`src/hw/frame_pkg.sv`:
```
package frame_pkg;

  // ----------------------------------------
  // memory and stream word types
  // ----------------------------------------

  typedef logic [31:0] word_t;

  // 256 words of frame memory
  typedef logic [7:0] addr_t;

  // counts run up to a full region of 128 words
  typedef logic [8:0] count_t;

  // ----------------------------------------
  // memory map
  // ----------------------------------------

  // input image region, up to 128 words
  localparam addr_t IN_BASE = 8'd0;

  // result region sits right above the input region
  localparam addr_t OUT_BASE = 8'd128;

  // ----------------------------------------
  // defaults for the top level
  // ----------------------------------------

  localparam int N_CLIENTS = 4;
  localparam int DEF_CHUNK_WORDS = 16;
  localparam int DEF_OUT_CHUNKS = 2;

endpackage

```
`src/hw/host_write_port.sv`:
```
`timescale 1ns/100ps

module host_write_port (
  input  logic               aclk,
  input  logic               aresetn,
  input  logic               wr_valid,
  input  frame_pkg::word_t   wr_data,
  output logic               wr_ready,
  output frame_pkg::count_t  written_words,
  output logic               mem_req,
  output logic               mem_we,
  output frame_pkg::addr_t   mem_addr,
  output frame_pkg::word_t   mem_wdata,
  input  logic               mem_ack
);

  // size of the input region in words
  localparam frame_pkg::count_t IN_WORDS =
    frame_pkg::count_t'(frame_pkg::OUT_BASE - frame_pkg::IN_BASE);

  logic room;

  assign room     = written_words < IN_WORDS;
  assign mem_we   = 1'b1;
  // count only moves on ack, after req has dropped
  assign mem_addr = frame_pkg::IN_BASE + written_words[7:0];

  always_ff @(posedge aclk) begin
    if (!aresetn) begin
      wr_ready      <= 1'b0;
      mem_req       <= 1'b0;
      written_words <= '0;
    end else begin
      if (wr_valid && wr_ready) begin
        mem_req  <= 1'b1;
        wr_ready <= 1'b0;
      end else if (!wr_ready && !mem_req && !mem_ack && room) begin
        wr_ready <= 1'b1;
      end
      if (mem_req && mem_ack) begin
        mem_req       <= 1'b0;
        written_words <= written_words + 1'b1;
      end
    end
  end

  // host word held for the arbiter
  always_ff @(posedge aclk) begin
    if (wr_valid && wr_ready) begin
      mem_wdata <= wr_data;
    end
  end

  a_req_after_ack: assert property (@(posedge aclk) disable iff (!aresetn)
    $rose(mem_req) |-> !mem_ack);

endmodule

```
`config.mk`:
```
export PLATFORM = sky130hd
export DESIGN_NAME = host_write_port
export DESIGN_NICKNAME = d
export VERILOG_FILES = /design/src/hw/frame_pkg.sv /design/src/hw/host_write_port.sv
export SDC_FILE = /design/constraint.sdc
export NUM_CORES = 1
export LEC_CHECK = 0
export BUFFER_PORTS_ARGS = -buffer_cell sky130_fd_sc_hd__buf_2
export CORE_MARGIN = 2
export CORE_UTILIZATION = 35
export DETAILED_ROUTE_END_ITERATION = 10
export HOLD_SLACK_MARGIN = 0.05
export PLACE_DENSITY = 0.7
export RECOVER_POWER = 25
export SYNTH_ARGS = -nofsm -noshare
export SYNTH_HDL_FRONTEND = slang
export SYNTH_SLANG_ARGS = --single-unit
```
`constraint.sdc`:
```
create_clock -name aclk -period 1.8 [get_ports aclk]
set_clock_uncertainty 0.2 [all_clocks]
set_input_delay 0.45 -clock aclk [delete_from_list [all_inputs] [get_ports aclk]]
set_output_delay 0.45 -clock aclk [all_outputs]
set_load 0.02 [all_outputs]
```
==> results.toml <==
[floorplan]
rows = 23
die_area_sq_um = 4900
die-width_microns = 70.0
start_util_pct = 37.3
dieHeight_microns = 70.0
io_pins = 88
coreArea_sq_um = 4090

[flow_run]
cap_violations = 0

[synthesis]
synth_area_leader_cell = "edfxtp_1"
netlist.area_leader.share_pct = 63.1
synthTopCellsByCount = "edfxtp_1, dfxtp_1, buf_4"
netlist_area_sq_um = 1520
synth_nets = 135
synth_cell_types = 22
yosysMostFrequentCell = "edfxtp_1"
syn_avg_cell_area_sq_um = 15.6
synthCells = 98
synthArstFlopShare_pct = 0
synth_seq_cells = 43
synth_area_leaders = "edfxtp_1, dfxtp_1, buf_4"
yosysSeqAreaShare_pct = 77.5
synth-main-ff-cell = "edfxtp_1"
synth_edf_count = 32
yosys_warnings = 0

[sta]
max_clock_freq_ghz = 0.595
min_period_over_period_pct = 93.4
grt_setup_unrepaired = "no"
setup_tns_ps = 0
fin_crit_ps = 1680
finalHoldViolations = 0
finalSetupViolCount = 0
slew_violations = 0

[global_route]
antenna_found_initial = 0
grt_max_degree = 33
grt_usage_pct = 12.3
grt-ovfl-total = 0
grt_pass1_vias = 1007
grt_pass1_wl_microns = 4590

[cts]
cts_buffers = 5
cts-root-buf = "clkbuf_8"
holdBufCountCts = 0
htreeDepth = 2
clock_sinks = 43
cts_resized = 0
cts_tree = "done"
insertion_delay_ps = 280
clkTransAtPathRegs_ps = 70
postCtsSetupBuffers = 0
cts_buffer_depth = 2

[setup_path]
critPathMaxStageDelay_ps = 510
r2r_cells = 4
r2r_slack_ps = 180
crit_type = "reg -> out"
cp_data_arrival_time_ps = 1030
path_cells = "buf_2"
cp.buffers_inverters = 1
crit_family = "flip-flops"
endpoint_kind = "output port"
rr_startpoint = "written_words[0]"
timing.rr.end = "written_words[6]"
start_kind = "flop"
cp_max_fo = 8
crit_required_ps = 1150
cp_slowest_cell = "dfxtp_1"

[finish]
fin_nets = 220
fin_util_pct = 50.7
syn_to_final_growth_pct = 36.0
final_cells = 233
stdcell_area_sq_um = 2070
drive_gt1_share_pct = 52.5
n_antenna_cell = 0

[hold_path]
worstHoldEndpoint = "mem_wdata[30]"
worstHoldStart = "wr_data[30]"
hp-class = "in -> reg"
min_path_cells = 1

[pwr]
vdd_ir_drop_max_mv = 0.489
design_power_total_uw = 1950
power.density_nw_per_um2 = 939
power_leakage_uw = 0.000896

[place]
numPortBuffers = 86
dpl_cell_area_sq_um = 1970
dpl.cell_count = 226
hpwl_microns = 2210
routabilityCongestion = 0.783

[route]
first_pass_iters = 3
vias = 1029
drt-initial-drc-count = 85
wl_microns = 2930
drt.antenna.violating_nets = 0
wl_per_cell_microns = 12.6
drc_errors = 0
vias_per_cell = 4.42

[run_status]
outcome = "finished clean"
-- routing by layer --
layer / up-vias / global-route usage (%) / wire, microns
met5: - / 0 / 0
met4: 0 / 6.41 / 21
met3: 4 / 4.18 / 335
met2: 68 / 19.6 / 1270
met1: 440 / 14.6 / 1300
li1: 517 / - / -
-- state kept, by name, summed over array words and instances, names as in the netlist --
register / flops
wr_ready: 1
mem_req: 1
written_words: 9
mem_wdata: 32
-- worst max-delay path by stage --
stage	start	endpoint	slack, ps	cells past startpoint
floorplan	wr_ready	mem_wdata[0]	20	2
global placement	mem_ack	written_words[6]	130	4
detailed placement	mem_ack	written_words[6]	90	4
CTS	mem_req	mem_req	110	1
global route	mem_req	mem_req	70	1
finish	mem_req	mem_req	120	1
-- cell families after synthesis --
| logic type | after synthesis | synth area share, % |
|---|---|---|
| adder cells (fa/ha/maj) | 1 | 0.821 |
| other | 1 | 0.246 |
| AO/OA/AOI/OAI | 12 | 4.43 |
| multiplexers | 2 | 1.40 |
| flip-flops | 43 | 77.5 |
| buffers and inverters | 14 | 5.66 |
| AND/OR/NAND/NOR | 23 | 8.78 |
| XOR/XNOR | 2 | 1.15 |
-- layout by cell type, fill, tap and decap left out, types with 2 or more instances in the layout --
master / synthesis / final
edfxtp_1: 32 / 32
inv_1: 4 / 4
clkbuf_8: 0 / 5
nand3_1: 4 / 4
o21ai_0: 3 / 3
xor2_1: 2 / 2
o31ai_1: 3 / 3
buf_2: 0 / 86
nor4_1: 2 / 2
nand2_1: 6 / 6
nor2_1: 4 / 4
dfxtp_1: 11 / 11
a21oi_1: 6 / 6
or4_1: 3 / 3
-- power breakdown --
part           internal [uW]  leakage, uW  switching, uW
clock network            406    0.0000513            283
logic                   56.6     0.000461           86.9
registers               1100     0.000383           11.3
total                   1560     0.000896            381
-- layout make-up --
| type | instances | area (sq um) |
|---|---|---|
| Sequential cell | 43 | 1180 |
| Clock inverter | 1 | 30.0 |
| Tap cell | 50 | 62.6 |
| Fill cell | 360 | 2010 |
| Multi-Input combinational cell | 41 | 256 |
| Inverter | 5 | 18.8 |
| Clock buffer | 6 | 72.6 |
| Timing Repair Buffer | 87 | 450 |
-- through the flow --
stage                     hold slack, ps  setup slack, ps
after floorplan                      349             21.9
after global placement               286              134
after detailed placement             295             88.1
after CTS                            123              111
after global routing                 123             65.5
final                                139              120
No activity file was read; power rests on OpenSTA's default activity.
