**src/hw/frame_pkg.sv**
```systemverilog
package frame_pkg;

  // ----------------------------------------
  // memory and stream word types
  // ----------------------------------------

  typedef logic [31:0] word_t;

  // 256 words of frame memory
  typedef logic [7:0] addr_t;

  // counts run up to a full region of 128 words
  typedef logic [8:0] count_t;

  // ----------------------------------------
  // memory map
  // ----------------------------------------

  // input image region, up to 128 words
  localparam addr_t IN_BASE = 8'd0;

  // result region sits right above the input region
  localparam addr_t OUT_BASE = 8'd128;

  // ----------------------------------------
  // defaults for the top level
  // ----------------------------------------

  localparam int N_CLIENTS = 4;
  localparam int DEF_CHUNK_WORDS = 16;
  localparam int DEF_OUT_CHUNKS = 2;

endpackage

```
**src/hw/host_read_port.sv**
```systemverilog
`timescale 1ns/100ps

module host_read_port (
  input  logic               aclk,
  input  logic               aresetn,
  input  logic               rd_valid,
  input  frame_pkg::addr_t   rd_addr,
  output logic               rd_ready,
  output frame_pkg::word_t   rd_data,
  output logic               rd_data_valid,
  input  frame_pkg::count_t  stored_words,
  output logic               mem_req,
  output logic               mem_we,
  output frame_pkg::addr_t   mem_addr,
  input  logic               mem_ack,
  input  frame_pkg::word_t   mem_rdata
);

  frame_pkg::addr_t addr_q;
  logic             word_stored;

  // offset within the result region
  assign word_stored = frame_pkg::count_t'(rd_addr) < stored_words;
  assign mem_we      = 1'b0;
  assign mem_addr    = frame_pkg::OUT_BASE + addr_q;

  always_ff @(posedge aclk) begin
    if (!aresetn) begin
      rd_ready      <= 1'b0;
      mem_req       <= 1'b0;
      rd_data_valid <= 1'b0;
    end else begin
      rd_data_valid <= 1'b0;
      if (rd_valid && rd_ready) begin
        mem_req  <= 1'b1;
        rd_ready <= 1'b0;
      end else if (rd_valid && word_stored && !rd_ready && !mem_req && !mem_ack) begin
        rd_ready <= 1'b1;
      end
      if (mem_req && mem_ack) begin
        mem_req       <= 1'b0;
        rd_data_valid <= 1'b1;
      end
    end
  end

  always_ff @(posedge aclk) begin
    if (rd_valid && rd_ready) begin
      addr_q <= rd_addr;
    end
    if (mem_req && mem_ack) begin
      rd_data <= mem_rdata;
    end
  end

endmodule

```
**config.mk**
```make
export PLATFORM = sky130hd
export DESIGN_NAME = host_read_port
export DESIGN_NICKNAME = d
export VERILOG_FILES = /design/src/hw/frame_pkg.sv /design/src/hw/host_read_port.sv
export SDC_FILE = /design/constraint.sdc
export NUM_CORES = 1
export LEC_CHECK = 0
export BUFFER_PORTS_ARGS = -buffer_cell sky130_fd_sc_hd__buf_2
export CORE_MARGIN = 2
export CORE_UTILIZATION = 42
export DETAILED_ROUTE_END_ITERATION = 8
export PLACE_DENSITY = 0.88
export SYNTH_ARGS = -nofsm -noshare
export SYNTH_HDL_FRONTEND = slang
export SYNTH_SLANG_ARGS = --single-unit
```
**constraint.sdc**
```tcl
create_clock -name aclk -period 1.7 [get_ports aclk]
set_input_delay 0.255 -clock aclk [delete_from_list [all_inputs] [get_ports aclk]]
set_output_delay 0.255 -clock aclk [all_outputs]
set_load 0.01 [all_outputs]
```
==> results.sh <==
export IMPL_synth_compound_area_frac=0.0350
export IMPL_status="finished clean"
export IMPL_synth_top_cell_by_area="edfxtp_1"
export IMPL_setup_viol=0
export IMPL_port_buffers=95
export IMPL_drv_slew=0
export IMPL_internal_power_mw=1.68
export IMPL_antennaDiodeCount=0
export IMPL_syn_num_nets=148
export IMPL_grt_pass1_vias=1043
export IMPL_antenna_found_initial=0
export IMPL_worstHoldPathType="in2reg"
export IMPL_grt_pass1_wl_mm=4.49
export IMPL_startpoint_type="flip-flop"
export IMPL_synth_ff_type="edfxtp_1"
export IMPL_ys_seq_area_frac=0.801
export IMPL_leakagePower_nw=0.979
export IMPL_cts_tree="done"
export IMPL_path_max_fanout=5
export IMPL_dp_hpwl_mm=2.35
export IMPL_cts_sinks=43
export IMPL_synth_edf_count=40
export IMPL_synthSimpleGateAreaFrac=0.0461
export IMPL_clkSlewWorstSetupHoldPaths_ns=0.08
export IMPL_async_flop_share=0
export IMPL_use_met3=0.0908
export IMPL_synth_seq_cells=43
export IMPL_placed_area_mm2=0.00207
export IMPL_synth_xor_area_frac=0
export IMPL_grt_max_degree=34
export IMPL_p_sw_mw=0.384
export IMPL_switching_share=0.186
export IMPL_ys_warn_count=0
export IMPL_rows=22
export IMPL_numCtsBuffers=5
export IMPL_path_class="reg2reg"
export IMPL_arrival_ns=1.47
export IMPL_rsz0062_at_grt="no"
export IMPL_fin_tns_setup_ns=0
export IMPL_grt_busiest_layer="met2"
export IMPL_cts_resized=0
export IMPL_synth_top_family_by_area="buffers and inverters"
export IMPL_period_needed_ns=1.26
export IMPL_critical_path_endpoint_type="flip-flop"
export IMPL_ant_nets=0
export IMPL_die_y_um=65.2
export IMPL_grt_met2_usage=0.261
export IMPL_power_frac_clock=0.356
export IMPL_synthTopCellsByCount="40 x edfxtp_1, 9 x inv_1, 8 x buf_4"
export IMPL_clk_insertion_delay_late_ns=0.28
export IMPL_post_cts_setup_buffer_count=0
export IMPL_num_fill_cells=308
export IMPL_gr_usage_all_layers=0.145
export IMPL_seq_area_mm2=0.00126
export IMPL_yosysTopAreaCellShare=0.763
export IMPL_maxCapViolations=0
export IMPL_design_die_area_mm2=0.00425
export IMPL_avgSynthCellArea_um2=17.9
export IMPL_die_width_um=65.2
export IMPL_synthCells=88
export IMPL_grt_overflow=0
export IMPL_finalCritPeriodShare=0.742
export IMPL_core_area_mm2=0.00363
export IMPL_routedWlPerCell_um=12.4
export IMPL_vias=1050
export IMPL_synth_most_common_cell="edfxtp_1"
export IMPL_initial_core_util=0.433
export IMPL_multiInputGateArea_um2=219
export IMPL_min_from="mem_rdata[14]"
export IMPL_instances_no_fill=232
export IMPL_cts_root_buffer="clkbuf_8"
export IMPL_route_detailed_drc=0
export IMPL_synthAdderAreaFrac=0.0556
export IMPL_fmax_mhz=792
export IMPL_synthesis_area_mm2=0.00157
export IMPL_met1_usage=0.132
export IMPL_ys_types=22
export IMPL_muxShareOfSynthArea=0
export IMPL_cts_buffer_depth=2
export IMPL_hold_viol_final=0
export IMPL_regToRegSetupSlack_ns=0.44
export IMPL_area_growth_pct=38.3
export IMPL_synth_area_top_cells="edfxtp_1 76%, ha_1 5.6%, dfxtp_1 3.8%, buf_4 3.8%, inv_1 2.1%"
export IMPL_ir_drop_mv=0.809
export IMPL_routed_via_density=4.53
export IMPL_drive_gt1_frac=0.576
export IMPL_crit_path_start="mem_req"
export IMPL_io_pins=97
export IMPL_p_per_area_mw_per_mm2=950
export IMPL_placedCellCount=224
export IMPL_finalWorstSetupSlack_ns=0.438
export IMPL_first_pass_iters=3
export IMPL_power_frac_seq=0.571
export IMPL_final_cell_area_mm2=0.00218
export IMPL_cts_hold_buffers=0
export IMPL_htree_num_levels=2
export IMPL_routed_wl_mm=2.88
export IMPL_r2r_start="mem_req"
export IMPL_nets=243
export IMPL_power_total_mw=2.07
export IMPL_drt_iter0_markers=29
export IMPL_pre_cts_ws_ns=0.343
export IMPL_worst_ep_required_time_ns=1.91
export IMPL_finalClockSkew_ns=0.00407
export IMPL_power_frac_comb=0.072
export IMPL_routabilityCongestion=0.689
==> cell usage in the layout, fill, tap and decap left out <==
cell type / n
clkbuf_8: 5
clkinv_2: 1
bufinv_16: 1
inv_1: 9
clkinv_1: 1
a31oi_1: 2
a21o_1: 1
and2_1: 1
a21oi_1: 2
nand4_1: 1
nand2b_1: 1
nor3b_1: 1
nor2b_1: 1
dfxtp_1: 3
and3_2: 1
ha_1: 7
edfxtp_1: 40
or4b_1: 1
o21ai_0: 1
buf_2: 95
o21a_1: 1
o22ai_2: 1
and2_2: 1
nand2_1: 2
nor2_1: 2
conb_1: 1
buf_12: 1
==> layer usage <==
metal	vias up	part of all wire
li1	502	-
met1	477	0.33
met2	66	0.51
met3	5	0.14
met4	0	0.013
met5	-	0
==> power by group through the flow <==
stage	sequential (mW)	combinational, mW	clock, mW
2_1_floorplan	1.21	0.0539	0
3_3_place_gp	1.21	0.140	0
3_5_place_dp	1.21	0.151	0
4_1_cts	1.18	0.152	0.765
5_1_grt	1.18	0.169	0.820
6_report	1.18	0.149	0.737
==> critical path: stages (launching register included) <==
cell	delay, ns
dfxtp_1	0.33
or4b_1	0.54
o22ai_2	0.11
nand2_1	0.08
a31oi_1	0.14
==> through the flow <==
stage               hold slack [ns]  utilization
detailed placement            0.433        0.570
CTS                           0.131        0.599
global route                  0.125        0.599
floorplan                     0.354            -
global placement              0.432        0.570
finish                        0.142        0.599
==> path summary, 6_finish.rpt <==
path / endpoint / depth (start not counted)
setup reg to reg: rd_ready / 4
hold / removal: rd_data[14] / 1
hold reg to reg: mem_req / 2
setup / recovery: rd_ready / 4
==> sequential cells by signal, indices dropped and copies added, names as in the netlist <==
| register | count |
|---|---|
| mem_req | 1 |
| rd_ready | 1 |
| addr_q | 8 |
| rd_data_valid | 1 |
| rd_data | 32 |
==> layout make-up <==
cell class | count | share of cell area
tap | 48 | 0.0276
multi-input combinational | 28 | 0.101
sequential | 43 | 0.579
inverter | 9 | 0.0155
clock inverter | 3 | 0.0178
timing repair buffer | 96 | 0.228
clock buffer | 5 | 0.0316
==> logic make-up (layout without fill, tap and decap cells) <==
| logic type | after synthesis | count (layout) |
|---|---|---|
| AOI/OAI and AO/OA | 8 | 8 |
| adders and majority gates | 7 | 7 |
| buffers and inverters | 17 | 113 |
| DFF | 43 | 43 |
| other | 1 | 1 |
| and+or+nand+nor | 12 | 12 |
Power figures use the tool's default switching activity.
