## src/hw/frame_pkg.sv

```systemverilog
package frame_pkg;

  // ----------------------------------------
  // memory and stream word types
  // ----------------------------------------

  typedef logic [31:0] word_t;

  // 256 words of frame memory
  typedef logic [7:0] addr_t;

  // counts run up to a full region of 128 words
  typedef logic [8:0] count_t;

  // ----------------------------------------
  // memory map
  // ----------------------------------------

  // input image region, up to 128 words
  localparam addr_t IN_BASE = 8'd0;

  // result region sits right above the input region
  localparam addr_t OUT_BASE = 8'd128;

  // ----------------------------------------
  // defaults for the top level
  // ----------------------------------------

  localparam int N_CLIENTS = 4;
  localparam int DEF_CHUNK_WORDS = 16;
  localparam int DEF_OUT_CHUNKS = 2;

endpackage

```

## src/hw/mem_arbiter.sv

```systemverilog
`timescale 1ns/100ps

module mem_arbiter #(
  parameter int N_CLIENTS = frame_pkg::N_CLIENTS
) (
  input  logic                                aclk,
  input  logic                                aresetn,
  input  logic             [N_CLIENTS-1:0]    mem_req,
  input  logic             [N_CLIENTS-1:0]    mem_we,
  input  frame_pkg::addr_t [N_CLIENTS-1:0]    mem_addr,
  input  frame_pkg::word_t [N_CLIENTS-1:0]    mem_wdata,
  output logic             [N_CLIENTS-1:0]    mem_ack,
  output frame_pkg::word_t                    mem_rdata,
  output logic                                ram_en,
  output logic                                ram_we,
  output frame_pkg::addr_t                    ram_addr,
  output frame_pkg::word_t                    ram_wdata,
  input  frame_pkg::word_t                    ram_rdata
);

  localparam int IDX_W = (N_CLIENTS > 1) ? $clog2(N_CLIENTS) : 1;

  typedef enum logic [1:0] {
    IDLE,
    ACCESS,
    ACK
  } state_t;

  state_t           state;
  logic [IDX_W-1:0] last_grant;
  logic [IDX_W-1:0] owner;
  logic [IDX_W-1:0] pick;
  logic             found;

  // ----------------------------------------
  // round robin pick, starting after last grant
  // ----------------------------------------
  always_comb begin
    logic [IDX_W-1:0] cand;
    found = 1'b0;
    pick  = last_grant;
    cand  = last_grant;
    for (int i = 1; i <= N_CLIENTS; i++) begin
      cand = IDX_W'((int'(last_grant) + i) % N_CLIENTS);
      if (!found && mem_req[cand]) begin
        found = 1'b1;
        pick  = cand;
      end
    end
  end

  // memory is accessed on the granting edge
  assign ram_en    = (state == IDLE) && found;
  assign ram_we    = mem_we[pick];
  assign ram_addr  = mem_addr[pick];
  assign ram_wdata = mem_wdata[pick];

  // no new access while ack is up, so read data holds
  assign mem_rdata = ram_rdata;

  always_ff @(posedge aclk) begin
    if (!aresetn) begin
      state      <= IDLE;
      owner      <= '0;
      last_grant <= IDX_W'(N_CLIENTS - 1);
      mem_ack    <= '0;
    end else begin
      case (state)
        IDLE: begin
          if (found) begin
            owner      <= pick;
            last_grant <= pick;
            state      <= ACCESS;
          end
        end
        ACCESS: begin
          mem_ack[owner] <= 1'b1;
          state          <= ACK;
        end
        ACK: begin
          // wait for the client to drop req
          if (!mem_req[owner]) begin
            mem_ack <= '0;
            state   <= IDLE;
          end
        end
        default: state <= IDLE;
      endcase
    end
  end

  a_ack_onehot: assert property (@(posedge aclk) disable iff (!aresetn)
    $onehot0(mem_ack));

  for (genvar g = 0; g < N_CLIENTS; g++) begin : g_ack_chk
    a_ack_to_req: assert property (@(posedge aclk) disable iff (!aresetn)
      $rose(mem_ack[g]) |-> mem_req[g]);
  end

endmodule

```

## config.mk

```make
export PLATFORM = sky130hd
export DESIGN_NAME = mem_arbiter
export DESIGN_NICKNAME = d
export VERILOG_FILES = /design/src/hw/frame_pkg.sv /design/src/hw/mem_arbiter.sv
export SDC_FILE = /design/constraint.sdc
export NUM_CORES = 1
export LEC_CHECK = 0
export ABC_AREA = 0
export ABC_CLOCK_PERIOD_IN_PS = 2800
export BUFFER_PORTS_ARGS = -buffer_cell sky130_fd_sc_hd__buf_2
export CAP_MARGIN = 20
export CORE_AREA = 2 2 109 111
export CTS_CLUSTER_SIZE = 14
export DETAILED_ROUTE_END_ITERATION = 12
export DIE_AREA = 0 0 111 113
export HOLD_SLACK_MARGIN = 0.08
export PLACE_DENSITY_LB_ADDON = 0.12
export SYNTH_ARGS = -nofsm -noshare
export SYNTH_HDL_FRONTEND = slang
export SYNTH_SLANG_ARGS = --single-unit
```

## constraint.sdc

```tcl
create_clock -name aclk -period 2.8 [get_ports aclk]
set_input_delay 0.56 -clock aclk [delete_from_list [all_inputs] [get_ports aclk]]
set_output_delay 0.56 -clock aclk [all_outputs]
set_load 0.05 [all_outputs]
```

==> flow_metrics.env, run 1 <==
export IMPL_cts_tree="built"
export IMPL_yosys_top_cells_count="mux2i_1, buf_4, dfxtp_1"
export IMPL_path_clk_slew_ps=40
export IMPL_cts_sinks=10
export IMPL_ant_nets=0
export IMPL_max_vdd_ir_drop_uv=294
export IMPL_fill_cells=1245
export IMPL_htree_num_levels=1
export IMPL_finalSetupTns_ps=0
export IMPL_crit_required_ps=2240
export IMPL_fin_area_um2=3230
export IMPL_synth_warnings=0
export IMPL_cts_hold_buf=0
export IMPL_yosysSeqAreaShare=0.0908
export IMPL_cts_setup_buffers=0
export IMPL_antenna_found_initial=0
export IMPL_placement_io_buffers=215
export IMPL_use_met1=0.111
export IMPL_post_place_ws_ps=146
export IMPL_hold_path_class="register to register"
export IMPL_hold_violations=0
export IMPL_drt_pass1_iter_count=4
export IMPL_groute_usage_overall=0.110
export IMPL_yosys_top_cells_area="mux2i_1, buf_4, dfxtp_1, buf_12, ha_1"
export IMPL_slew_headroom=0.651
export IMPL_cp_max_fo=46
export IMPL_grt_met3_usage=0.0225
export IMPL_avgSynthCellArea_um2=9.50
export IMPL_wirelength_um=7380
export IMPL_drc=0
export IMPL_finalNetCount=613
export IMPL_finalWeightedCongestion=0.799
export IMPL_cts_buffers=3
export IMPL_drv_cap=0
export IMPL_fp_coreArea_um2=11300
export IMPL_cp_end_kind="output port"
export IMPL_skew_ps=3.17
export IMPL_initial_core_util=0.196
export IMPL_dp_cells=546
export IMPL_cts_root_buf="clkbuf_16"
export IMPL_utilization=0.286
export IMPL_grt_overflow_total=0
export IMPL_grt_pass1_vias=2396
export IMPL_die_area_um2=12500
export IMPL_netlist_instances=232
export IMPL_yosysMostFrequentCell="mux2i_1"
export IMPL_grt_max_degree=47
export IMPL_synth_flop_cell="dfxtp_1"
export IMPL_power_density_nw_per_um2=671
export IMPL_via_count=2360
export IMPL_clockBufferDepth=2
export IMPL_finalMaxSlewViolations=0
export IMPL_cts_resized=0
export IMPL_synth_top_cell_area_share=0.563
export IMPL_die_h_um=113
export IMPL_areaGrowthSynthToFinish_pct=46.5
export IMPL_dp_hpwl_um=6280
export IMPL_worst_setup_path_type="input pin to output port"
export IMPL_rsz0062_at_grt="false"
export IMPL_arrival_ps=2060
export IMPL_status="finished, final reports clean"
export IMPL_finalCritPeriodShare=0.936
export IMPL_async_flop_share=0
export IMPL_fin_cells=550
export IMPL_ios=280
export IMPL_placed_area_um2=3130
export IMPL_syn_nets=437
export IMPL_viasPerCell=4.29
export IMPL_worstMarginPinSlew_ps=518
export IMPL_gr_max_usage_layer="met2"
export IMPL_setup_slack_ps=178
export IMPL_ys_seq_elements=10
export IMPL_worst_hold_slack_ps=465
export IMPL_drive_gt1_frac=0.558
export IMPL_use_met2=0.220
export IMPL_yosysTopAreaCell="mux2i_1"
export IMPL_finalSetupViolCount=0
export IMPL_synth_edf_count=0
export IMPL_syn_cell_area_um2=2200
export IMPL_insertion_delay_ps=240
export IMPL_power_mw=2.17
export IMPL_ys_types=30
export IMPL_fmaxAchievable_mhz=381
export IMPL_num_rows=39
export IMPL_start_kind="input pin"
export IMPL_n_antenna_cell=0
export IMPL_drt_initial_drc_count=37
export IMPL_grt_pass1_wl_um=11300
export IMPL_period_needed_ps=2620
export IMPL_fp_dieW_um=111
export IMPL_wire_per_inst_um=13.4
export IMPL_leakagePower_nw=1.83
## layout by cell type (no fill, tap or decap), drive strengths merged
cell,Yosys,final
a21oi,4,4
mux4,1,1
nand2,2,2
nor2b,2,2
nand3,1,1
nand3b,1,1
a221oi,1,1
mux2i,125,125
nor4,1,1
o21ai,7,7
o21a,2,2
nor3b,1,1
nor3,2,2
ha,3,3
inv,5,5
a31oi,3,3
nand2b,3,3
o211a,1,1
dfxtp,10,10
nor2,7,7
and2,1,1
clkbuf,3,7
buf,45,216
and3,1,1
## flip-flops by register name (all words and copies together) (netlist names)
name / flops
owner: 2
state: 2
last_grant: 2
mem_ack: 4
## final cells by class
class,count,area (µm²),share of cell area
Clock buffer,4,88.8,0.0275
Inverter,5,18.8,0.00581
Multi-Input combinational cell,169,1560,0.484
Sequential cell,10,201,0.0624
Tap cell,143,179,0.0554
Timing Repair Buffer,219,1180,0.365
## report_power, final
group	internal, mW	total [mW]	switching [mW]
sequential	0.164	0.190	0.0265
combinational	0.593	1.69	1.10
clock	0.215	0.283	0.0686
total	0.972	2.17	1.20
## kinds of logic (layout without fill, tap and decap cells)
| family | after synthesis | in the layout | share of synthesized area |
|---|---|---|---|
| adders and majority gates | 3 | 3 | 0.0170 |
| buffers and inverters | 53 | 228 | 0.208 |
| DFF | 10 | 10 | 0.0908 |
| and+or+nand+nor | 22 | 22 | 0.0517 |
| muxes | 126 | 126 | 0.583 |
| AOI/OAI and AO/OA | 18 | 18 | 0.0488 |
## path summary, 6_finish.rpt
path / startpoint / end / slack (ps) / depth (start not counted)
min: mem_ack[2] / mem_ack[2] / 470 / 2
min reg2reg: mem_ack[2] / mem_ack[2] / 470 / 2
max reg2reg: owner[0] / state[1] / 1180 / 5
max: mem_req[3] / ram_wdata[25] / 180 / 8
## per-layer routing
metal | vias to the layer above | part of all wire
met1 | 1033 | 0.35
met4 | 0 | 0.023
li1 | 1160 | -
met2 | 150 | 0.54
met5 | - | 0
met3 | 17 | 0.087
## worst max-delay path, stage by stage
cell and delay (ps):
buf_2 130, nand2b_1 80, o21a_1 140, mux2i_4 220, buf_12 320, mux2i_1 120
mux2i_1 260, buf_12 180
No activity file was read; power rests on OpenSTA's default activity.
==> inputs of run 2 (changes only) <==
--- a/config.mk
+++ b/config.mk
@@ -5,14 +5,14 @@
 export SDC_FILE = /design/constraint.sdc
 export NUM_CORES = 1
 export LEC_CHECK = 0
-export ABC_AREA = 0
+export ABC_AREA = 1
 export ABC_CLOCK_PERIOD_IN_PS = 2800
 export BUFFER_PORTS_ARGS = -buffer_cell sky130_fd_sc_hd__buf_2
 export CAP_MARGIN = 20
-export CORE_AREA = 2 2 109 111
+export CORE_AREA = 2 2 110 112
 export CTS_CLUSTER_SIZE = 14
 export DETAILED_ROUTE_END_ITERATION = 12
-export DIE_AREA = 0 0 111 113
+export DIE_AREA = 0 0 112 114
 export HOLD_SLACK_MARGIN = 0.08
 export PLACE_DENSITY_LB_ADDON = 0.12
 export SYNTH_ARGS = -nofsm -noshare
==> run 2 against run 1 <==
Compared with the run above:
- first-iteration DRC count rose to 10 times the previous value
- register-to-register slack got worse by 210 ps
- critical endpoint is now ram_wdata[13]
- die area rose by 1.8%
- routed wire length rose by 84%
- clock skew fell by 2.7 ps
- clock-buffer cell count fell by 1
==> flow_metrics.env, run 2 <==
export IMPL_status="finished, final reports clean"
export IMPL_slew_headroom=0.662
export IMPL_die_area_um2=12800
export IMPL_crit_buf_inv=3
export IMPL_htree_num_levels=1
export IMPL_clockBufferDepth=2
export IMPL_drive_gt1_frac=0.364
export IMPL_worstMarginPinSlew_ps=504
export IMPL_ys_seq_elements=10
export IMPL_antenna_found_initial=1
export IMPL_skew_ps=0.500
export IMPL_cp_startpoint="last_grant[0]"
export IMPL_grt_pass1_wl_um=19600
export IMPL_max_stage_delay_ps=360
export IMPL_wire_per_inst_um=14.3
export IMPL_ios=280
export IMPL_fmaxAchievable_mhz=368
export IMPL_areaGrowthSynthToFinish_pct=57.8
export IMPL_drt_met1_wl_um=5830
export IMPL_grt_max_degree=45
export IMPL_placement_io_buffers=215
export IMPL_synth_edf_count=0
export IMPL_synth_top_cell_area_share=0.218
export IMPL_cp_max_fo=9
export IMPL_period_needed_ps=2710
export IMPL_avgSynthCellArea_um2=5.12
export IMPL_finalSetupTns_ps=0
export IMPL_final_cell_mix="buf_2, nand2_1, inv_1, nand3_1, nand3b_1"
export IMPL_largest_reg_flops=4
export IMPL_drt_initial_drc_count=369
export IMPL_ys_types=20
export IMPL_dr_wl_met3_um=1040
export IMPL_finalMaxSlewViolations=0
export IMPL_drc=0
export IMPL_yosysMostFrequentCell="nand2_1"
export IMPL_grt_overflow_total=0
export IMPL_crit_required_ps=2240
export IMPL_wirelength_um=13600
export IMPL_drv_cap=0
export IMPL_hold_violations=0
export IMPL_hold_path_class="register to register"
export IMPL_finalSetupViolCount=0
export IMPL_path_cells="buf_8 -> nand2_1 -> nand2_2 -> nand2_4 -> nand2_4 -> nor2_8 -> nand2_4 -> nand2_8 -> nand2_8 -> clkbuf_16 -> nand2_1 -> nand3_1 -> nand2_1 -> buf_4"
export IMPL_viasPerCell=4.68
export IMPL_synth_warnings=0
export IMPL_netlist_instances=613
export IMPL_initial_core_util=0.268
export IMPL_insertion_delay_ps=230
export IMPL_start_kind="register"
export IMPL_yosysSeqAreaShare=0.0638
export IMPL_slowest_stage="dfxtp_4"
export IMPL_die_h_um=114
export IMPL_yosysTopAreaCell="nand2_1"
export IMPL_route_met2_wl_um=6520
export IMPL_via_count=4448
export IMPL_drt_pass1_iter_count=4
export IMPL_fill_cells=1298
export IMPL_fp_dieW_um=112
export IMPL_groute_usage_overall=0.183
export IMPL_cts_buffers=3
export IMPL_path_clk_slew_ps=40
export IMPL_yosys_top_cells_count="nand2_1, inv_1, nand3_1"
export IMPL_finalWeightedCongestion=0.919
export IMPL_crit_family="simple AND/OR/NAND/NOR gates"
export IMPL_fp_coreArea_um2=11700
export IMPL_regMostFlops="mem_ack"
export IMPL_cp_end_kind="output port"
export IMPL_yosys_top_cells_area="nand2_1, nand3_1, inv_1, nand3b_1, buf_4"
export IMPL_grt_pass1_vias=3986
export IMPL_cts_tree="built"
export IMPL_r2r_start="last_grant[0]"
export IMPL_num_rows=40
export IMPL_async_flop_share=0
export IMPL_finalCritPeriodShare=0.969
export IMPL_routed_top_layer="met4"
export IMPL_holdCritStartpoint="mem_ack[3]"
export IMPL_worst_setup_path_type="register to output port"
export IMPL_syn_nets=818
export IMPL_syn_cell_area_um2=3140
export IMPL_synth_flop_cell="dfxtp_1"
export IMPL_arrival_ps=2150
export IMPL_finalNetCount=1010
export IMPL_ant_nets=0
export IMPL_final_common_cell="buf_2"
export IMPL_cts_sinks=10
export IMPL_cts_root_buf="clkbuf_16"
export IMPL_dp_hpwl_um=9770
## run 2: changes by cell type in the layout (fill, tap and decap cells not counted), moves of 7 or more
cell and change:
a21oi_1 +10, buf_2 -37, buf_4 +30, buf_6 +23, clkbuf_16 +7, inv_1 +132
mux2i_1 -124, nand2_1 +163, nand2_2 +17, nand3_1 +132, nand3b_1 +41
## run 2: cell type report
class / instances / area, µm² / area share
flip-flops and latches: 10 / 208 / 0.0420
diodes: 1 / 2.50 / 0.000505
clock buffers: 3 / 75.1 / 0.0152
well taps: 147 / 184 / 0.0371
inverters: 139 / 524 / 0.106
repair buffers: 253 / 1880 / 0.379
multi-input cells: 398 / 2080 / 0.421
## run 2: worst paths after layout
check,end,slack (ps),cells past startpoint
min reg2reg,mem_ack[3],450,2
max reg2reg,owner[0],970,13
min,mem_ack[3],450,2
max,ram_wdata[13],90,14
## run 2: kinds of logic after synthesis
kind of cell,Yosys count,synth area share
and+or+nand+nor,376,0.573
buffers and inverters,207,0.323
AOI/OAI and AO/OA,17,0.0279
DFF,10,0.0638
adders and majority gates,3,0.0120
## run 2: per-layer routing
layer | vias to the layer above | track usage
li1 | 2241 | -
met1 | 2011 | 0.243
met2 | 181 | 0.314
met3 | 15 | 0.0356
met4 | 0 | 0.0350
met5 | - | 0
## run 2: what timing repair did
action	4_1_cts	5_1_grt
buffers inserted	1	8
hold buffers	0	0
gates resized for setup	47	74
cloned	1	11
pin swaps	4	16
setup endpoints to repair	41	41
## run 2: worst reg2reg max path, stage by stage (launching register included)
cell,delay [ps]
dfxtp_4,360
buf_8,140
nand2_1,70
nand2_2,90
nand2_4,110
nand2_4,80
nor2_8,140
buf_4,130
buf_4,100
nand3_1,90
nand2_1,160
inv_1,100
nand2_1,90
a21oi_1,70
## run 2: through the flow
stage | utilization | setup slack (ps) | instances | area (µm²) | hold slack [ps]
6_report | 0.423 | 85.6 | 951 | 4950 | 449
3_5_place_dp | 0.356 | -85.8 | 926 | 4170 | 442
2_1_floorplan | - | 365 | 613 | 3140 | 456
3_3_place_gp | 0.356 | -7.68 | 926 | 4170 | 438
5_1_grt | 0.423 | -22.5 | 950 | 4950 | 476
4_1_cts | 0.377 | 9.69 | 931 | 4410 | 450
Power of run 2 is left out: the tool's default activity adds up to more than one toggle a clock period on the data nets, which glitch-free logic cannot reach.
