==> src/hw/frame_pkg.sv <==
package frame_pkg;

  // ----------------------------------------
  // memory and stream word types
  // ----------------------------------------

  typedef logic [31:0] word_t;

  // 256 words of frame memory
  typedef logic [7:0] addr_t;

  // counts run up to a full region of 128 words
  typedef logic [8:0] count_t;

  // ----------------------------------------
  // memory map
  // ----------------------------------------

  // input image region, up to 128 words
  localparam addr_t IN_BASE = 8'd0;

  // result region sits right above the input region
  localparam addr_t OUT_BASE = 8'd128;

  // ----------------------------------------
  // defaults for the top level
  // ----------------------------------------

  localparam int N_CLIENTS = 4;
  localparam int DEF_CHUNK_WORDS = 16;
  localparam int DEF_OUT_CHUNKS = 2;

endpackage

==> src/hw/result_writer.sv <==
`timescale 1ns/100ps

module result_writer #(
  parameter int CHUNK_WORDS = frame_pkg::DEF_CHUNK_WORDS,
  parameter int OUT_CHUNKS  = frame_pkg::DEF_OUT_CHUNKS
) (
  input  logic               aclk,
  input  logic               aresetn,
  input  logic               img_buffered,
  input  frame_pkg::word_t   out_data,
  input  logic               out_valid,
  output logic               out_ready,
  output frame_pkg::count_t  stored_words,
  output logic               mem_req,
  output logic               mem_we,
  output frame_pkg::addr_t   mem_addr,
  output frame_pkg::word_t   mem_wdata,
  input  logic               mem_ack
);

  localparam int TOTAL_WORDS = CHUNK_WORDS * OUT_CHUNKS;

  logic run;
  logic last_word;

  assign last_word = stored_words == frame_pkg::count_t'(TOTAL_WORDS - 1);
  assign mem_we    = 1'b1;
  assign mem_addr  = frame_pkg::OUT_BASE + stored_words[7:0];

  always_ff @(posedge aclk) begin
    if (!aresetn) begin
      run          <= 1'b0;
      out_ready    <= 1'b0;
      mem_req      <= 1'b0;
      stored_words <= '0;
    end else begin
      // one image per reset, so a finished run never restarts
      if (!run && img_buffered && stored_words == '0) begin
        run <= 1'b1;
      end
      if (out_valid && out_ready) begin
        mem_req   <= 1'b1;
        out_ready <= 1'b0;
      end else if (run && !out_ready && !mem_req && !mem_ack) begin
        out_ready <= 1'b1;
      end
      if (mem_req && mem_ack) begin
        mem_req      <= 1'b0;
        stored_words <= stored_words + 1'b1;
        if (last_word) begin
          run <= 1'b0;
        end
      end
    end
  end

  always_ff @(posedge aclk) begin
    if (out_valid && out_ready) begin
      mem_wdata <= out_data;
    end
  end

  a_no_extra_out: assert property (@(posedge aclk) disable iff (!aresetn)
    out_ready |-> stored_words < frame_pkg::count_t'(TOTAL_WORDS));

endmodule

==> config.mk <==
export PLATFORM = sky130hd
export DESIGN_NAME = result_writer
export DESIGN_NICKNAME = d
export VERILOG_FILES = /design/src/hw/frame_pkg.sv /design/src/hw/result_writer.sv
export SDC_FILE = /design/constraint.sdc
export NUM_CORES = 1
export LEC_CHECK = 0
export BUFFER_PORTS_ARGS = -buffer_cell sky130_fd_sc_hd__buf_2
export CORE_MARGIN = 3
export CORE_UTILIZATION = 46
export DETAILED_ROUTE_END_ITERATION = 6
export GPL_TIMING_DRIVEN = 0
export MAX_ROUTING_LAYER = met4
export PLACE_DENSITY = 0.83
export SLEW_MARGIN = 20
export SYNTH_ARGS = -nofsm -noshare
export SYNTH_HDL_FRONTEND = slang
export SYNTH_SLANG_ARGS = --single-unit
==> constraint.sdc <==
create_clock -name aclk -period 4.2 [get_ports aclk]
set_input_delay 0 -clock aclk [delete_from_list [all_inputs] [get_ports aclk]]
set_output_delay 0 -clock aclk [all_outputs]
set_load 0.05 [all_outputs]
==> implementation parameters, run 1 <==
Parameter                              Value

Place
  RePlAce Congestion ... 0.725
  Dpl hpwl ... 2470 um
  Port Buffers ... 87
  Area of placed instances ... 2080 um2

Clock network
  Root Buffer ... sky130_fd_sc_hd__clkbuf_4
  Clock tree from TritonCTS ... built
  Cts-stage hold buffer count ... 37
  Number of buffers on the longest clock path ... 2
  Max H-tree Level ... 2
  Post-CTS sizing ... 0
  Post-CTS setup buffer count ... 0
  Total CTS buffers ... 5
  Clk Latency, worst-skew pair ... 350 ps
  Clock Sink Count ... 44
  Clock slew at the register clock pins of the worst setup and hold paths ... 130 ps

Critical path
  CP Capture Point ... mem_req
  Worst setup path category ... register to register
  Startpoint of the most critical register-to-register path ... out_ready
  Endpoint of the worst-slack reg-to-reg timing path ... mem_req
  Chain of cells forming the critical path ... and2_2, nand2b_1, a21oi_1, dlygate4sd3_1
  Buffering stage count on the worst path with inverters included ... 1
  Data required time at the worst endpoint ... 4490 ps
  Startpoint of the worst setup timing path ... out_ready
  Cell family with most CP delay ... simple AND/OR/NAND/NOR gates
  Worst reg2reg setup slack ... 2290 ps
  Critical path capture point type ... register
  Max Fanout on Critical Path ... 33
  Max incr delay on CP ... 640 ps
  Arr. time, crit path ... 2200 ps
  Critical path depth ... 4
  Nature of the critical path startpoint ... register
  Worst r2r path cells ... 4
  Worst path slowest cell ... sky130_fd_sc_hd__and2_2

Power
  Net switching fraction of the power ... 22.2%
  Power density of the placed cells ... 325 nW/um2
  Internal power ... 640 uW
  Power share of the combinational group ... 10.7%
  Worst-case vdd ir drop ... 182 uV
  Total leakage power ... 0.00108 uW
  Relative contribution of the clock network to total power ... 31.3%
  Part of the total power dissipated in sequential elements ... 58.0%
  Net switching power ... 183 uW

STA
  Max Clk Rate ... 0.525 GHz
  Setup repair after global routing missed its margin ... no
  Setup violations, final ... 0
  Final worst path period share ... 45.4%
  Max Transition Viols Final ... 0
  Endpoints failing hold ... 0
  Max-slew headroom ... 51.4%
  Minimum clock period ... 1910 ps
  Accumulated negative setup slack ... 0 ps
  Pin slew with the least headroom to its limit ... 729 ps
  Largest clock skew in the final design ... 5.43 ps

Drt
  Routed vias/inst ... 4.86
  TritonRoute pass-1 iters ... 4
  Vias ... 1390
  Starting DRC count in detailed routing ... 86
  WL/cell ... 15.4 um
  ANT nets after route ... 0
  # DRC ... 0
  Final wirelength ... 4400 um

Floorplan
  Die ar. ... 4200 um2
  Area of the core region ... 3180 um2
  Io pins ... 89
  Die X ... 64.8 um
  Number of core rows ... 20
  Height of the die ... 64.8 um
  Initial Util ... 50.0%

Global route
  Number of antenna violations at the first check in global routing ... 0
  Global router's overall resource usage ... 23.2%
  Global route overflow ... 0
  First-pass GRT wire length ... 7040 um
  Vias in the first global route ... 1352
  Pin count of the biggest net entering global routing ... 34

Finish
  Net count, final ... 280
  Layout cells sized above 1 ... 43.0%
  Antenna Cells ... 0
  Area growth syn-to-layout ... 59.3%
  Filler cells ... 188
  Post-Layout Inst Area ... 2530 um2

Worst hold path
  Type of the most critical hold path ... input port to register

Synthesis
  Syn avg cell area ... 14.4 um2
  Unique masters post-synth ... 26
  Number of synthesis warnings ... 0
  Post-Synthesis Cell Area ... 1590 um2
  Gate Count Post-Synth ... 110
  Nets in the synthesized netlist ... 149
  Sequential-to-total area share from yosys stat ... 75.6%
  Flip-flop and latch count after synthesis ... 44

Job
  # Max-Cap Violations ... 0

Run status
  Run status ... finished, final reports clean
-- stage by stage --
stage,setup WS [ps],power [uW],util (%),std cells,hold slack (ps)
finish,2290,822,79.6,286,357
global route,2100,851,79.6,286,334
CTS,2310,822,79.6,286,343
global placement,2390,543,65.4,241,176
detailed placement,2710,546,65.5,241,178
floorplan,2260,520,-,110,98.9
-- worst min path at each step --
stage | start | endpoint | slack (ps) | cells after the start
after detailed placement | out_data[24] | mem_wdata[24] | 180 | 1
final | out_data[29] | mem_wdata[29] | 360 | 2
after floorplan | out_data[0] | mem_wdata[0] | 100 | 0
after global placement | out_data[8] | mem_wdata[8] | 180 | 1
after global routing | out_data[0] | mem_wdata[0] | 330 | 2
after CTS | out_data[15] | mem_wdata[15] | 340 | 2
-- logic make-up after synthesis --
family | Yosys count | synth area share (%)
AO/OA/AOI/OAI | 17 | 6.06
XOR/XNOR | 2 | 1.10
buffers and inverters | 17 | 5.98
other | 1 | 0.236
adder cells (fa/ha/maj) | 2 | 1.57
AND/OR/NAND/NOR | 27 | 9.45
flip-flops | 44 | 75.6
-- cells in the mapped netlist (all sizes together) --
cell    instances  area share [%]
a211oi          1            0.47
a21oi           9             2.8
a31oi           1            0.39
and2            1            0.39
buf             9             4.1
clkbuf          1            0.24
conb            1            0.24
dfxtp          12              15
edfxtp         32              60
ha              2             1.6
inv             7             1.7
nand2           5             1.2
nand2b          1            0.39
nand3           5             1.6
nand4           1            0.39
nor2            4            0.94
nor4            1            0.39
nor4b           2             1.1
o21ai           3            0.94
o31ai           3             1.4
or2b            1            0.47
or3             3             1.2
or4             3             1.4
xnor2           1            0.55
xor2            1            0.55
-- registers in the layout (all words and copies together) (netlist names) --
signal	cells
mem_wdata	32
stored_words	9
mem_req	1
out_ready	1
run	1
-- final cells by class --
| class | instances | area, um2 | area share [%] |
|---|---|---|---|
| Clock inverter | 3 | 42.5 | 1.68 |
| Multi-Input combinational cell | 49 | 294 | 11.6 |
| Buffer | 10 | 68.8 | 2.72 |
| Inverter | 7 | 26.3 | 1.04 |
| Tap cell | 44 | 55.1 | 2.17 |
| Clock buffer | 5 | 37.5 | 1.48 |
| Sequential cell | 44 | 1200 | 47.5 |
| Timing Repair Buffer | 124 | 806 | 31.8 |
-- placed cells by master, fill, tap and decap left out, drive strengths merged, types with 2 or more instances in the layout --
cell type | Yosys | routed
dlygate4sd3 | 0 | 37
clkinv | 0 | 2
inv | 7 | 7
nor4b | 2 | 2
nand2 | 5 | 5
clkbuf | 1 | 6
ha | 2 | 2
a21oi | 9 | 9
dfxtp | 12 | 12
nand3 | 5 | 5
or3 | 3 | 3
buf | 9 | 96
nor2 | 4 | 4
o31ai | 3 | 3
or4 | 3 | 3
o21ai | 3 | 3
edfxtp | 32 | 32
-- per-layer routing --
layer	share of wire, %	track usage, %
met2	52	41.0
met5	0	-
met4	0.86	5.54
met3	10	7.45
met1	37	25.3
-- power groups by stage --
stage               logic, uW  registers [uW]  clock network [uW]
finish                   87.8             477                 257
floorplan                10.7             509                   0
detailed placement       59.0             487                   0
CTS                      85.5             477                 260
global placement         56.8             486                   0
global route             93.2             478                 280
(Power assumes the default switching activity.)
==> run 2, diff against run 1 <==
ABC_AREA = 1   (was default)
CORE_UTILIZATION = 39   (was 46)
PLACE_DENSITY = 0.74   (was 0.83)
clock period = 1.7 ns   (was 4.2 ns; I/O delays follow)
==> run 2 against run 1 <==
Sequential cell count stayed put. Sequential share of layout area is 1.4 points lower. Critical path depth stayed put. Non-clock buffer count is 4 lower. Synthesized area is 4.3% higher. Cell area is 3.0% higher. Critical endpoint unchanged. Largest power group unchanged. Highest routed layer unchanged.
==> implementation parameters, run 2 <==
Parameter                              Value

Finish
  Register containing the most flip-flops in the final layout ... mem_wdata
  Most frequent standard cell in the layout excluding fill and tap cells ... sky130_fd_sc_hd__buf_2
  Final std cells w/o fill ... 318
  Layout cells sized above 1 ... 40.3%
  Antenna Cells ... 0
  Area growth syn-to-layout ... 57.3%
  Largest regs ... mem_wdata: 32 flops, stored_words: 9 flops
  Net count, final ... 306
  Number of flip-flops in the largest register ... 32
  Commonest cells after routing, fill and taps aside ... sky130_fd_sc_hd__buf_2 (87), sky130_fd_sc_hd__dlygate4sd3_1 (34), sky130_fd_sc_hd__edfxtp_1 (32)
  Post-Layout Inst Area ... 2610 um2

Drt
  Routed vias/inst ... 4.43
  Final wirelength ... 3840 um
  WL/cell ... 12.1 um
  # DRC ... 0
  Starting DRC count in detailed routing ... 74
  Vias ... 1408
  TritonRoute pass-1 iters ... 4
  ANT nets after route ... 0

STA
  Max-slew headroom ... 55.7%
  Minimum clock period ... 1480 ps
  Setup violations, final ... 0
  Max Transition Viols Final ... 0
  Largest clock skew in the final design ... 3.98 ps
  Min Hold Slack ... 119 ps
  Pin slew with the least headroom to its limit ... 663 ps
  Max Clk Rate ... 0.675 GHz
  Endpoints failing hold ... 0
  Setup repair after global routing missed its margin ... no
  Accumulated negative setup slack ... 0 ps
  Worst Setup Slack, final ... 219 ps
  Final worst path period share ... 87.1%

Clock network
  Root Buffer ... sky130_fd_sc_hd__clkbuf_8
  Clock Sink Count ... 44
  Clk Latency, worst-skew pair ... 280 ps
  Total CTS buffers ... 5
  Clock tree from TritonCTS ... built
  Max H-tree Level ... 2
  Clock slew at the register clock pins of the worst setup and hold paths ... 70 ps
  Number of buffers on the longest clock path ... 2

Global route
  Global router's overall resource usage ... 16.2%
  Global route overflow ... 0
  Vias in the first global route ... 1351
  Number of antenna violations at the first check in global routing ... 0
  First-pass GRT wire length ... 6240 um
  Pin count of the biggest net entering global routing ... 35

Place
  Area of placed instances ... 2160 um2
  Placed Cells ... 276
  Worst slack, placed ... 140 ps
  Port Buffers ... 87
  Dpl hpwl ... 2680 um
  RePlAce Congestion ... 0.765

Floorplan
  Area of the core region ... 4060 um2
  Die ar. ... 5070 um2
  Initial Util ... 40.8%
  Height of the die ... 71.2 um
  Die X ... 71.2 um
  Io pins ... 89
  Number of core rows ... 23

Worst hold path
  Type of the most critical hold path ... input port to register
  Worst hold path endpoint ... run
  Count of cells along the worst hold path ... 7
  Hold_sp ... img_buffered

Critical path
  Endpoint of the worst-slack reg-to-reg timing path ... mem_req
  Critical path capture point type ... register
  Worst setup path category ... register to register
  Worst r2r path cells ... 4
  Nature of the critical path startpoint ... register
  Worst reg2reg setup slack ... 220 ps
  Data required time at the worst endpoint ... 1860 ps
  Startpoint of the most critical register-to-register path ... out_ready
  Max Fanout on Critical Path ... 34
  Arr. time, crit path ... 1650 ps

Power
  Power density of the placed cells ... 844 nW/um2
  Worst-case vdd ir drop ... 365 uV
  Total leakage power ... 0.00122 uW
  Relative contribution of the clock network to total power ... 33.9%
  Part of the total power dissipated in sequential elements ... 54.2%
  Net switching power ... 474 uW
  Power share of the combinational group ... 11.9%
  Internal power ... 1720 uW
  Net switching fraction of the power ... 21.5%

Synthesis
  Leading cell types by total area after synthesis ... sky130_fd_sc_hd__edfxtp_1 (58%), sky130_fd_sc_hd__dfxtp_1 (15%), sky130_fd_sc_hd__nand2_1 (5.4%)
  EDFF count, synth ... 32
  Gate Count Post-Synth ... 139
  Sequential-to-total area share from yosys stat ... 72.5%
  Flip-flop and latch count after synthesis ... 44
  Fraction of post-synthesis cell area in the top cell type by area ... 58.0%
  Post-synth top area cell ... sky130_fd_sc_hd__edfxtp_1
  Unique masters post-synth ... 19
  Nets in the synthesized netlist ... 178
  Fraction of registers with async set/reset ... 0%
  Number of synthesis warnings ... 0
  Post-Synthesis Cell Area ... 1660 um2
  Syn avg cell area ... 11.9 um2
  Most instantiated flip-flop cell in the synthesis netlist ... sky130_fd_sc_hd__edfxtp_1
  Top-count cell post-synth ... sky130_fd_sc_hd__edfxtp_1
  Most common library cells after synthesis ... sky130_fd_sc_hd__edfxtp_1 (32), sky130_fd_sc_hd__nand2_1 (24), sky130_fd_sc_hd__inv_1 (22)

Job
  # Max-Cap Violations ... 0

Run status
  Run status ... finished, final reports clean
[run 2: changes by cell type after synthesis, sizes merged, moves of 3 or more]
cell,before,now
a21oi,9,5
or3,3,0
nand2,5,26
or4,3,0
nor2,4,14
inv,7,22
o21ai,3,7
o31ai,3,0
nand4,1,4
[run 2: area by class of cell]
cell class	instances	area, um2
Fill cell	312	1450
Sequential cell	44	1200
Timing Repair Buffer	121	776
Multi-Input combinational cell	64	309
Inverter	22	86.3
Clock buffer	6	72.6
Buffer	9	63.8
Tap cell	50	62.6
Clock inverter	2	35.0
[run 2: how the worst max path moves through the flow]
stage | cells after the start | to | slack, ps | start
after floorplan | 4 | mem_req | 120 | out_ready
after global placement | 4 | mem_req | 190 | out_ready
after detailed placement | 4 | mem_req | 140 | out_ready
after CTS | 4 | mem_req | 120 | out_ready
after global routing | 4 | mem_req | 50 | out_ready
final | 4 | mem_req | 220 | out_ready
[run 2: kinds of logic (layout without fill, tap and decap cells)]
kind of cell,after synthesis,count (layout),share of synthesized area [%]
adders and majority gates,2,2,1.51
other,1,1,0.226
AOI/OAI and AO/OA,12,12,3.62
and+or+nand+nor,49,49,13.3
buffers and inverters,31,160,8.84
DFF,44,44,72.5
[run 2: repair_timing]
item,CTS,global route
setup buffers,0,0
endpoints found under the setup margin,0,1
hold buffers,34,0
gates resized for setup,0,1
hold endpoints to repair,34,0
[run 2: through the flow]
stage,util [%],power [uW]
floorplan,-,1340
global placement,53.2,1410
detailed placement,53.2,1420
CTS,64.2,2230
global route,64.2,2290
finish,64.2,2200
[run 2: critical path: stages (launching register included)]
cell,delay (ps)
sky130_fd_sc_hd__dfxtp_1,330
sky130_fd_sc_hd__nand2_1,100
sky130_fd_sc_hd__clkinvlp_4,550
sky130_fd_sc_hd__o21ai_1,330
sky130_fd_sc_hd__a21oi_1,60
[run 2: power groups by stage]
stage	clock network [uW]	registers, uW	logic (uW)
floorplan	0	1300	42.6
global placement	0	1220	195
detailed placement	0	1220	201
CTS	777	1190	262
global route	817	1190	280
finish	745	1190	261
[run 2: layer usage]
layer  GRT usage [%]  vias up  routed length (um)
met3            4.69        4                 325
met4            3.13        0                  21
met1            19.2      635                1590
met2            27.6       67                1900
met5               -        -                   0
li1                -      702                   -
